==> src/boot_pkg.sv <==
//##########################################################################
// shared types and constants for the secure boot sequencer
// secure memory is fixed at 16 words, so addresses are 4 bits wide
// chip ID and auth IDs are one 256-bit memory word each
// LC codes other than RAW, DEV, PROD and EOL are left unnamed
//##########################################################################
`default_nettype none

package boot_pkg;

    localparam int id_w   = 256;
    localparam int blk_w  = 512;
    localparam int gpio_w = 32;

    localparam logic [3:0] CHIP_ID_ADDR = 4'h0;
    localparam logic [3:0] LC_AUTH_BASE = 4'h8;    // plus lc state

    localparam logic [gpio_w-1:0] RST_REQ_WORD = 32'h1;
    localparam logic [gpio_w-1:0] RELEASE_WORD = 32'h10;

    localparam logic [5:0] GPIO_ODATA = 6'h0;
    localparam logic [5:0] GPIO_IDATA = 6'h5;

    typedef enum logic [2:0] {
        LC_RAW  = 3'd0,
        LC_DEV  = 3'd2,
        LC_PROD = 3'd3,
        LC_EOL  = 3'd5
    } lc_state_e;

    typedef enum logic [3:0] {
        BOOT_INIT, RESET_SOC, LC_AUTH_WAIT, LC_AUTH, CHALLENGE_GEN, CHALLENGE_READ,
        CHIPID_GEN, CHIPID_STORE, PROVISION_LC, LC_POLL, LC_TRANSITION, RESET_SOC2,
        OP_RELEASE, TRUNC_BOOT, ABORT
    } boot_state_e;

    typedef enum logic {
        HOST_RESET,
        HOST_RELEASE
    } host_op_e;

    typedef struct packed {
        logic [gpio_w-1:0] wdata;
        logic [5:0]        data_type;
        logic              rw;          // 1 = write
    } gpio_pkt_t;

    typedef struct packed {
        logic            rd_en;
        logic            wr_en;
        logic [3:0]      addr;
        logic [id_w-1:0] wdata;
    } mem_req_t;

endpackage

`default_nettype wire

==> src/chip_id_engine.sv <==
//##########################################################################
// chip ID = SHA digest of puf_a ^ puf_b, sent as one init block
// the upper half of the block is zero, no padding is added here
// digest is taken only once ready and valid are both high
//##########################################################################
`timescale 1ns/1ps
`default_nettype none

module chip_id_engine (
    input  logic                         clk,
    input  logic                         fuse,
    input  logic                         id_start,
    input  logic [boot_pkg::id_w-1:0]    puf_a,
    input  logic [boot_pkg::id_w-1:0]    puf_b,
    input  logic                         sha_ready,
    input  logic                         sha_digest_valid,
    input  logic [boot_pkg::id_w-1:0]    sha_digest,
    output logic [boot_pkg::blk_w-1:0]   sha_block,
    output logic                         sha_init,
    output logic                         id_done,
    output logic [boot_pkg::id_w-1:0]    chip_id
);
    import boot_pkg::*;

    logic busy;
    logic accept;
    logic capture;

    assign accept  = id_start && !busy;
    // skip the strobe cycle so a stale digest is not taken
    assign capture = busy && !sha_init && sha_ready && sha_digest_valid;

    always_ff @(posedge clk or negedge fuse) begin
        if (!fuse) begin
            busy     <= 1'b0;
            sha_init <= 1'b0;
            id_done  <= 1'b0;
        end else begin
            sha_init <= accept;
            id_done  <= capture;
            if (accept) begin
                busy <= 1'b1;
            end else if (capture) begin
                busy <= 1'b0;
            end
        end
    end

    always_ff @(posedge clk) begin
        if (accept) begin
            sha_block <= {{(blk_w - id_w){1'b0}}, puf_a ^ puf_b};
        end
        if (capture) begin
            chip_id <= sha_digest;
        end
    end

endmodule

`default_nettype wire

==> config.mk <==
export PLATFORM = sky130hd
export DESIGN_NAME = chip_id_engine
export DESIGN_NICKNAME = d
export VERILOG_FILES = /design/src/boot_pkg.sv /design/src/chip_id_engine.sv
export SDC_FILE = /design/constraint.sdc
export NUM_CORES = 1
export LEC_CHECK = 0
export BUFFER_PORTS_ARGS = -buffer_cell sky130_fd_sc_hd__buf_2
export CORE_AREA = 2 2 610 612
export CTS_CLUSTER_SIZE = 40
export DETAILED_ROUTE_END_ITERATION = 8
export DIE_AREA = 0 0 612 614
export GPL_TIMING_DRIVEN = 0
export SYNTH_ARGS = -nofsm -noshare
export SYNTH_HDL_FRONTEND = slang
export SYNTH_SLANG_ARGS = --single-unit
==> constraint.sdc <==
create_clock -name clk -period 7.3 [get_ports clk]
set_clock_uncertainty 0.05 [all_clocks]
set_input_delay 0.365 -clock clk [delete_from_list [all_inputs] [get_ports clk]]
set_output_delay 0.365 -clock clk [all_outputs]
set_load 0.01 [all_outputs]
Word-level counts from Yosys, hierarchy flattened
Cells that the tools add are included.

Flip-flop bits (word level): 515. Bits of input ports: 773. Logic and storage cells: 15.

Multiplexer cells: 2. Bitwise logic cells: 1. Reductions and logical operators: 7.

Operator list (number): 256-bit bitwise XOR (1); 1-bit logical AND (4); 1-bit zero test (2); 1-bit two-way mux (2); 2-bit nonzero test (1).

Logic depth before layout (Yosys ltp)
Gate-level depths: netlist of run 1.

Depth after elaboration: 6. Mapped depth: 2.

Least setup slack after synthesis of run 1
No wires, ideal clock.

Path kind: reg-to-reg. Start point: reg sha_init. End point: reg id_done. Arrival: 6455 ps. Required time: 6485 ps. Slack: 29 ps. Cell stages (with the launch flop): 2. Buffers on the path: 0. Period minus slack after synthesis: 7271 ps. Cells stage by stage: dfrtp_1 and4b_1.

Cells in the longest elaborated chain, start to end: 4.

Ends and longest elaborated chain: start, declared (line chip_id_engine.sv:19) `output logic sha_init,`; start signal, assigned (line chip_id_engine.sv:39) `sha_init <= accept;`; 1-bit zero test (line chip_id_engine.sv:31) `assign capture = busy && !sha_init && sha_ready && sha_digest_valid;`; 1-bit logical AND (3 in series) (line chip_id_engine.sv:31); named net capture (line chip_id_engine.sv:27) `logic capture;`; end signal, assigned (line chip_id_engine.sv:40) `id_done <= capture;`; end, declared (line chip_id_engine.sv:20) `output logic id_done,`.

The timed path passes the listed nets, and every way through them passes these cells. A chain may end at the register's enable or synchronous reset.

Final worst setup path of run 1
Start point: reg sha_init. End point: reg chip_id[173] (netlist name) (enable).

Cells in the longest elaborated chain, start to end: 4.

Ends and longest elaborated chain: 1-bit zero test (line chip_id_engine.sv:31); 1-bit logical AND (3 in series) (line chip_id_engine.sv:31); named net capture (line chip_id_engine.sv:27); end signal, assigned (line chip_id_engine.sv:54) `chip_id <= sha_digest;`; end, declared (line chip_id_engine.sv:21) `output logic [boot_pkg::id_w-1:0] chip_id`.

The timed path passes the listed nets, and every way through them passes these cells.

==> impl_metrics.prom, run 1 <==
# TYPE chip_impl_metric gauge
chip_impl_info{name="outcome",value="finished, final reports clean"} 1
chip_impl_metric{name="tightest_slew",unit="ps"} 793
chip_impl_metric{name="critical_path.max_fanout",unit=""} 50
chip_impl_metric{name="cellPowerDensity",unit="mW/mm^2"} 209
chip_impl_metric{name="timing.final.ws_setup",unit="ps"} 4560
chip_impl_metric{name="yosysUniqueCellTypes",unit=""} 8
chip_impl_metric{name="final_util",unit="%"} 11.9
chip_impl_metric{name="ys_seq_area_share",unit="%"} 78.6
chip_impl_metric{name="hold-path-cell-count",unit=""} 2
chip_impl_metric{name="final_cells",unit=""} 8623
chip_impl_info{name="crit_path_top_delay_cell",value="and4b_4"} 1
chip_impl_metric{name="grt_antenna_before_repair",unit=""} 344
chip_impl_metric{name="gr-total-overflow",unit=""} 0
chip_impl_metric{name="chipHeight",unit="um"} 614
chip_impl_metric{name="num_ports",unit=""} 1543
chip_impl_info{name="hold_class",value="in -> reg"} 1
chip_impl_info{name="rsz0062_at_grt",value="no"} 1
chip_impl_info{name="synth_top_area_cell",value="edfxtp_1"} 1
chip_impl_metric{name="die_area",unit="mm^2"} 0.376
chip_impl_metric{name="total_drc_errors_in_the_routed_layout",unit=""} 0
chip_impl_metric{name="drt_pass1_iterations",unit=""} 5
chip_impl_metric{name="fmaxAchievable",unit="MHz"} 366
chip_impl_metric{name="timing.critical_path.required",unit="ps"} 7690
chip_impl_metric{name="place.detailed.instances",unit=""} 7556
chip_impl_info{name="synth.area.top_cells",value="edfxtp_1 (78%), xor2_1 (11%), buf_4 (9.8%)"} 1
chip_impl_metric{name="buffer_ports.inserted",unit=""} 1286
chip_impl_info{name="library_cell_appearing_most_often_on_the_critical_path",value="buf_16"} 1
chip_impl_metric{name="core-area",unit="mm^2"} 0.370
chip_impl_metric{name="htreeDepth",unit=""} 3
chip_impl_metric{name="post_route_cells_drive_above_1_share",unit="%"} 47.8
chip_impl_metric{name="placement_stage_worst_setup_slack",unit="ps"} 4590
chip_impl_metric{name="vdd_ir_drop_max",unit="mV"} 0.157
chip_impl_metric{name="hold_slack",unit="ps"} 98.0
chip_impl_metric{name="final_net_count",unit=""} 4209
chip_impl_metric{name="sum_of_negative_setup_slack",unit="ps"} 0
chip_impl_metric{name="synth_cells",unit=""} 1032
chip_impl_metric{name="share_of_yosys_cell_area_claimed_by_the_top_area_cell_type",unit="%"} 78.3
chip_impl_metric{name="finish.instance_area",unit="mm^2"} 0.0442
chip_impl_info{name="tritoncts_clock_tree",value="built"} 1
chip_impl_metric{name="area_growth_syn_to_layout",unit="%"} 125
chip_impl_info{name="worstSetupPathType",value="reg -> reg"} 1
chip_impl_metric{name="r2r.worst_path.cells",unit=""} 3
chip_impl_metric{name="total_half_perimeter_wirelength_after_legalization_and_detailed_placement",unit="um"} 232000
chip_impl_metric{name="post-cts-setup-buffers",unit=""} 0
chip_impl_metric{name="detail_route.vias_per_cell",unit=""} 2.29
chip_impl_metric{name="yosysWarningCount",unit=""} 0
chip_impl_metric{name="finalWirelength",unit="um"} 260000
chip_impl_metric{name="final-hold-violation-count",unit=""} 0
chip_impl_metric{name="maximum_number_of_pins_on_one_net_before_global_route_repair",unit=""} 57
chip_impl_info{name="cts_root_buf",value="clkbuf_16"} 1
chip_impl_metric{name="ff2ff_setup_slack",unit="ps"} 4560
chip_impl_metric{name="period_share",unit="%"} 37.5
chip_impl_metric{name="postRouteAntennaNets",unit=""} 0
chip_impl_metric{name="cts_buffer_depth",unit=""} 4
chip_impl_metric{name="timing_max_transition_violations_final",unit=""} 0
chip_impl_metric{name="critPathArrivalTime",unit="ps"} 3130
chip_impl_metric{name="gp_congestion",unit=""} 0.961
chip_impl_metric{name="clk_latency",unit="ps"} 810
chip_impl_metric{name="syn_area_per_cell",unit="um^2"} 19.0
chip_impl_metric{name="detailedRoute.firstIterationViolations",unit=""} 1335
chip_impl_metric{name="worstSetupPathDepth",unit=""} 3
chip_impl_metric{name="routed-via-count",unit=""} 19800
chip_impl_metric{name="placedInstanceArea",unit="mm^2"} 0.0335
chip_impl_metric{name="finalSetupViolCount",unit=""} 0
chip_impl_metric{name="floorplan.die.width",unit="um"} 612
chip_impl_metric{name="max_cap_violations",unit=""} 0
chip_impl_metric{name="critical_path.n_buffers_inverters",unit=""} 2
chip_impl_metric{name="floorplan.rows",unit=""} 224
chip_impl_metric{name="yosys_register_bits",unit=""} 515
chip_impl_metric{name="starting_density_of_the_core",unit="%"} 5.31
chip_impl_info{name="path_delay_family",value="simple AND/OR/NAND/NOR gates"} 1
chip_impl_metric{name="clkTransAtPathRegs",unit="ps"} 70
chip_impl_metric{name="worst_path_largest_cell_delay",unit="ps"} 930
chip_impl_metric{name="cts_hold_buf",unit=""} 767
chip_impl_metric{name="routedWlPerCell",unit="um"} 30.2
chip_impl_metric{name="maxSlewHeadroom",unit="%"} 47.1
chip_impl_metric{name="cts_buffers",unit=""} 83
chip_impl_metric{name="synthesis.area",unit="mm^2"} 0.0196
chip_impl_metric{name="power.static_leakage",unit="nW"} 17.7
chip_impl_info{name="path_cells",value="and4b_4 -> buf_16 -> buf_16"} 1
chip_impl_metric{name="grt.total_usage",unit="%"} 13.2
chip_impl_metric{name="via_count_of_the_first_global_routing_pass",unit=""} 18100
chip_impl_info{name="cp-end-kind",value="flip-flop"} 1
chip_impl_info{name="worstSetupStartpointType",value="flip-flop"} 1
chip_impl_metric{name="wire_length_of_the_first_global_routing_pass",unit="um"} 291000
chip_impl_metric{name="total_power",unit="mW"} 9.24
chip_impl_metric{name="finalWorstPathRequiredPeriod",unit="ps"} 2740
chip_impl_metric{name="cts_resized",unit=""} 0
chip_impl_metric{name="cts.sinks",unit=""} 515
synthesized netlist by cell type:
master    count
dfrtp_1       3
xor2_1      256
and2b_2       1
edfxtp_1    512
nor2_1        2
buf_4       256
and4b_1       1
conb_1        1
sequential cells by signal, indices dropped and copies added (netlist names):
name,cells
sha_init,1
sha_block,256
busy,1
chip_id,256
id_done,1
final cells by class:
cell class                      instances  area, um^2
Fill cell                           42100      326000
Tap cell                             4972        6220
Timing Repair Buffer                 2064       14400
Multi-Input combinational cell        516        3230
Clock buffer                           95        2120
Clock inverter                         51         442
Buffer                                256        1920
Antenna cell                          154         385
Sequential cell                       515       15400
logic make-up after synthesis:
logic type	after synthesis	share of synthesized area, %
XOR/XNOR	256	11.4
buffers and inverters	256	9.78
AND/OR/NAND/NOR	4	0.134
other	1	0.0191
flip-flops	515	78.6
placed cells by master (no fill, tap or decap):
cell type	count
buf_2	1286
diode_2	154
clkinv_4	5
clkbuf_1	12
buf_12	3
clkinv_2	7
buf_16	8
dlygate4sd3_1	767
conb_1	256
buf_4	256
dfrtp_1	3
xor2_1	256
inv_8	2
clkinvlp_4	8
clkbuf_16	83
clkinv_1	16
edfxtp_1	512
and4b_4	1
and2b_4	1
inv_6	8
nor2_1	2
bufinv_16	5
worst paths after layout:
kind | from | endpoint
max | sha_init | chip_id[173]
min | puf_a[106] | sha_block[106]
max reg2reg | sha_init | chip_id[173]
min reg2reg | busy | busy
max in group asynchronous | fuse | id_done
min in group asynchronous | fuse | busy
power breakdown:
| group | switching [mW] | internal (mW) |
|---|---|---|
| logic | 0.958 | 0.765 |
| registers | 0.0403 | 3.47 |
| clock network | 1.73 | 2.27 |
| total | 2.73 | 6.51 |
layer usage:
layer,up-vias,share of wire [%],global-route usage (%)
met2,1620,49,22.8
met4,146,6.5,7.40
met5,-,0.37,0
met3,668,12,6.31
li1,8175,-,-
met1,9162,33,12.9
No activity file was read; power rests on OpenSTA's default activity.
==> run 2: changes to the inputs <==
==> constraint.sdc (replaced) <==
create_clock -name clk -period 2.4 [get_ports clk]
set_clock_uncertainty 0.05 [all_clocks]
set_input_delay 0.12 -clock clk [delete_from_list [all_inputs] [get_ports clk]]
set_output_delay 0.12 -clock clk [all_outputs]
set_load 0.01 [all_outputs]
==> run 2 against run 1 <==
Against the previous run: first-iteration DRC count is 9.2% lower; die area did not move; wire length down 0.21%; setup slack lost 4500 ps; critical path depth unchanged; power rose to 3.1 times the previous value; sequential power increased to 3.0 times the previous value; sequential cell count is the same; combinational power grew to 3.0 times the previous value; hold slack worse by 24 ps; clock power rose to 3.2 times the previous value; critical endpoint is now sha_block[127].
==> impl_metrics.prom, run 2 (same netlist as run 1, synthesis figures left out) <==
# TYPE chip_impl_metric gauge
chip_impl_metric{name="htreeDepth",unit=""} 3
chip_impl_metric{name="worst_path_largest_cell_delay",unit="ps"} 510
chip_impl_metric{name="detailedRoute.firstIterationViolations",unit=""} 1212
chip_impl_metric{name="hold_slack",unit="ps"} 73.7
chip_impl_metric{name="die_area",unit="mm^2"} 0.376
chip_impl_metric{name="final-hold-violation-count",unit=""} 0
chip_impl_metric{name="gr-total-overflow",unit=""} 0
chip_impl_info{name="hold_class",value="in -> reg"} 1
chip_impl_info{name="worstSetupPathType",value="reg -> reg"} 1
chip_impl_metric{name="final_net_count",unit=""} 4242
chip_impl_metric{name="cts.sinks",unit=""} 515
chip_impl_info{name="worstSetupStartpoint",value="busy"} 1
chip_impl_metric{name="starting_density_of_the_core",unit="%"} 5.31
chip_impl_metric{name="critical_path.max_fanout",unit=""} 127
chip_impl_info{name="outcome",value="finished, final reports clean"} 1
chip_impl_info{name="crit_path_top_delay_cell",value="dfrtp_1"} 1
chip_impl_metric{name="worstSetupPathDepth",unit=""} 3
chip_impl_metric{name="routedWlPerCell",unit="um"} 30.0
chip_impl_info{name="mostFrequentLayoutCell",value="buf_2"} 1
chip_impl_metric{name="sum_of_negative_setup_slack",unit="ps"} 0
chip_impl_info{name="path_cells",value="and2b_4 -> buf_16 -> buf_16"} 1
chip_impl_metric{name="clkTransAtPathRegs",unit="ps"} 70
chip_impl_metric{name="total_half_perimeter_wirelength_after_legalization_and_detailed_placement",unit="um"} 233000
chip_impl_metric{name="grt_antenna_before_repair",unit=""} 331
chip_impl_info{name="tritoncts_clock_tree",value="built"} 1
chip_impl_metric{name="wire_length_of_the_first_global_routing_pass",unit="um"} 291000
chip_impl_metric{name="r2r.worst_path.cells",unit=""} 3
chip_impl_metric{name="critPathArrivalTime",unit="ps"} 2680
chip_impl_metric{name="post_route_cells_drive_above_1_share",unit="%"} 47.6
chip_impl_metric{name="power.static_leakage",unit="nW"} 17.9
chip_impl_metric{name="cts_buffer_depth",unit=""} 4
chip_impl_metric{name="floorplan.rows",unit=""} 224
chip_impl_metric{name="cts_buffers",unit=""} 82
chip_impl_metric{name="routed-via-count",unit=""} 19600
chip_impl_info{name="cp-end-kind",value="flip-flop"} 1
chip_impl_metric{name="floorplan.die.width",unit="um"} 612
chip_impl_metric{name="detail_route.vias_per_cell",unit=""} 2.27
chip_impl_info{name="rsz0062_at_grt",value="no"} 1
chip_impl_metric{name="area_growth_syn_to_layout",unit="%"} 127
chip_impl_info{name="leading_registers_by_flop_count",value="chip_id: 256 flops, sha_block: 256 flops"} 1
chip_impl_metric{name="cellPowerDensity",unit="mW/mm^2"} 641
chip_impl_info{name="rr_endpoint",value="sha_block[127]"} 1
chip_impl_metric{name="core-area",unit="mm^2"} 0.370
chip_impl_metric{name="clk_latency",unit="ps"} 800
chip_impl_metric{name="postRouteAntennaNets",unit=""} 0
chip_impl_metric{name="timing.critical_path.required",unit="ps"} 2760
chip_impl_metric{name="drt_pass1_iterations",unit=""} 5
chip_impl_metric{name="finalWirelength",unit="um"} 260000
chip_impl_metric{name="via_count_of_the_first_global_routing_pass",unit=""} 18200
chip_impl_metric{name="grt.total_usage",unit="%"} 13.2
chip_impl_info{name="worstSetupStartpointType",value="flip-flop"} 1
chip_impl_info{name="cts_root_buf",value="clkbuf_16"} 1
chip_impl_metric{name="final_util",unit="%"} 12.0
chip_impl_metric{name="final_cells",unit=""} 8651
chip_impl_metric{name="maxSlewHeadroom",unit="%"} 38.5
chip_impl_info{name="timing.critical_path.to",value="sha_block[127]"} 1
chip_impl_metric{name="num_ports",unit=""} 1543
chip_impl_metric{name="total_drc_errors_in_the_routed_layout",unit=""} 0
chip_impl_metric{name="critical_path.n_buffers_inverters",unit=""} 2
chip_impl_metric{name="finalSetupViolCount",unit=""} 0
chip_impl_info{name="path_delay_family",value="buffers and inverters"} 1
chip_impl_metric{name="timing_max_transition_violations_final",unit=""} 0
chip_impl_metric{name="fmaxAchievable",unit="MHz"} 431
chip_impl_metric{name="max_cap_violations",unit=""} 0
chip_impl_metric{name="vdd_ir_drop_max",unit="mV"} 0.482
chip_impl_metric{name="finalWorstPathRequiredPeriod",unit="ps"} 2320
chip_impl_metric{name="maximum_number_of_pins_on_one_net_before_global_route_repair",unit=""} 128
chip_impl_metric{name="place.detailed.instances",unit=""} 7556
chip_impl_info{name="worstReg2RegStart",value="busy"} 1
chip_impl_metric{name="ff2ff_setup_slack",unit="ps"} 80
chip_impl_info{name="library_cell_appearing_most_often_on_the_critical_path",value="buf_16"} 1
chip_impl_metric{name="period_share",unit="%"} 96.6
chip_impl_metric{name="buffer_ports.inserted",unit=""} 1286
chip_impl_metric{name="tightest_slew",unit="ps"} 923
chip_impl_info{name="mostFrequentLayoutCells",value="buf_2 (1,286), dlygate4sd3_1 (802), edfxtp_1 (512)"} 1
chip_impl_metric{name="chipHeight",unit="um"} 614
chip_impl_metric{name="gp_congestion",unit=""} 0.914
==> run 2: cell count changes in the layout (fill, tap and decap cells not counted), sizes merged <==
cell         change
and4b            +1
buf              -2
bufinv           +3
clkbuf           -5
clkinv           -5
clkinvlp         +1
diode            -4
dlygate4sd3     +35
inv              +4
==> run 2: layer usage <==
layer / track usage (%) / part of all wire (%) / up-vias
met5: 0 / 0.30 / -
met1: 12.4 / 31 / 9011
li1: - / - / 8242
met3: 7.07 / 13 / 688
met2: 23.6 / 50 / 1538
met4: 5.50 / 5.7 / 122
==> run 2: how the worst min path moves through the flow <==
stage,from,end,slack [ps],cells past startpoint
2_1_floorplan,fuse,busy,-230,0
3_3_place_gp,fuse,busy,-130,1
3_5_place_dp,fuse,id_done,-120,1
4_1_cts,sha_digest[175],chip_id[175],0.9,2
5_1_grt,sha_digest[224],chip_id[224],30,2
6_report,sha_digest[9],chip_id[9],70,2
==> run 2: stage by stage <==
| stage | instance area (um^2) | setup slack, ps | power (mW) |
|---|---|---|---|
| finish | 44600 | 80.7 | 28.6 |
| global route | 44400 | 6.94 | 29.9 |
| CTS | 44200 | 16.0 | 29.5 |
| detailed placement | 33600 | -491 | 14.6 |
| global placement | 33300 | -2660 | 14.6 |
| floorplan | 20600 | -776 | 12.1 |
==> run 2: power by group <==
group / internal, mW / switching (mW)
clock: 7.26 / 5.37
sequential: 10.6 / 0.115
combinational: 2.35 / 2.89
==> run 2: what timing repair did <==
action / 4_1_cts / 5_1_grt
gates cloned: 1 / 0
setup endpoints to repair: 264 / 90
hold endpoints to repair: 557 / 0
resized for setup: 0 / 0
hold buffers: 802 / 0
buffers inserted: 2 / 0
==> run 2: cell type report <==
cell class                      instances  area [um^2]
Antenna cell                          150          375
Buffer                                256         1920
Clock buffer                           90         2100
Clock inverter                         54          577
Fill cell                           42000       326000
Multi-Input combinational cell        517         3250
Sequential cell                       515        15400
Tap cell                             4972         6220
Timing Repair Buffer                 2097        14700
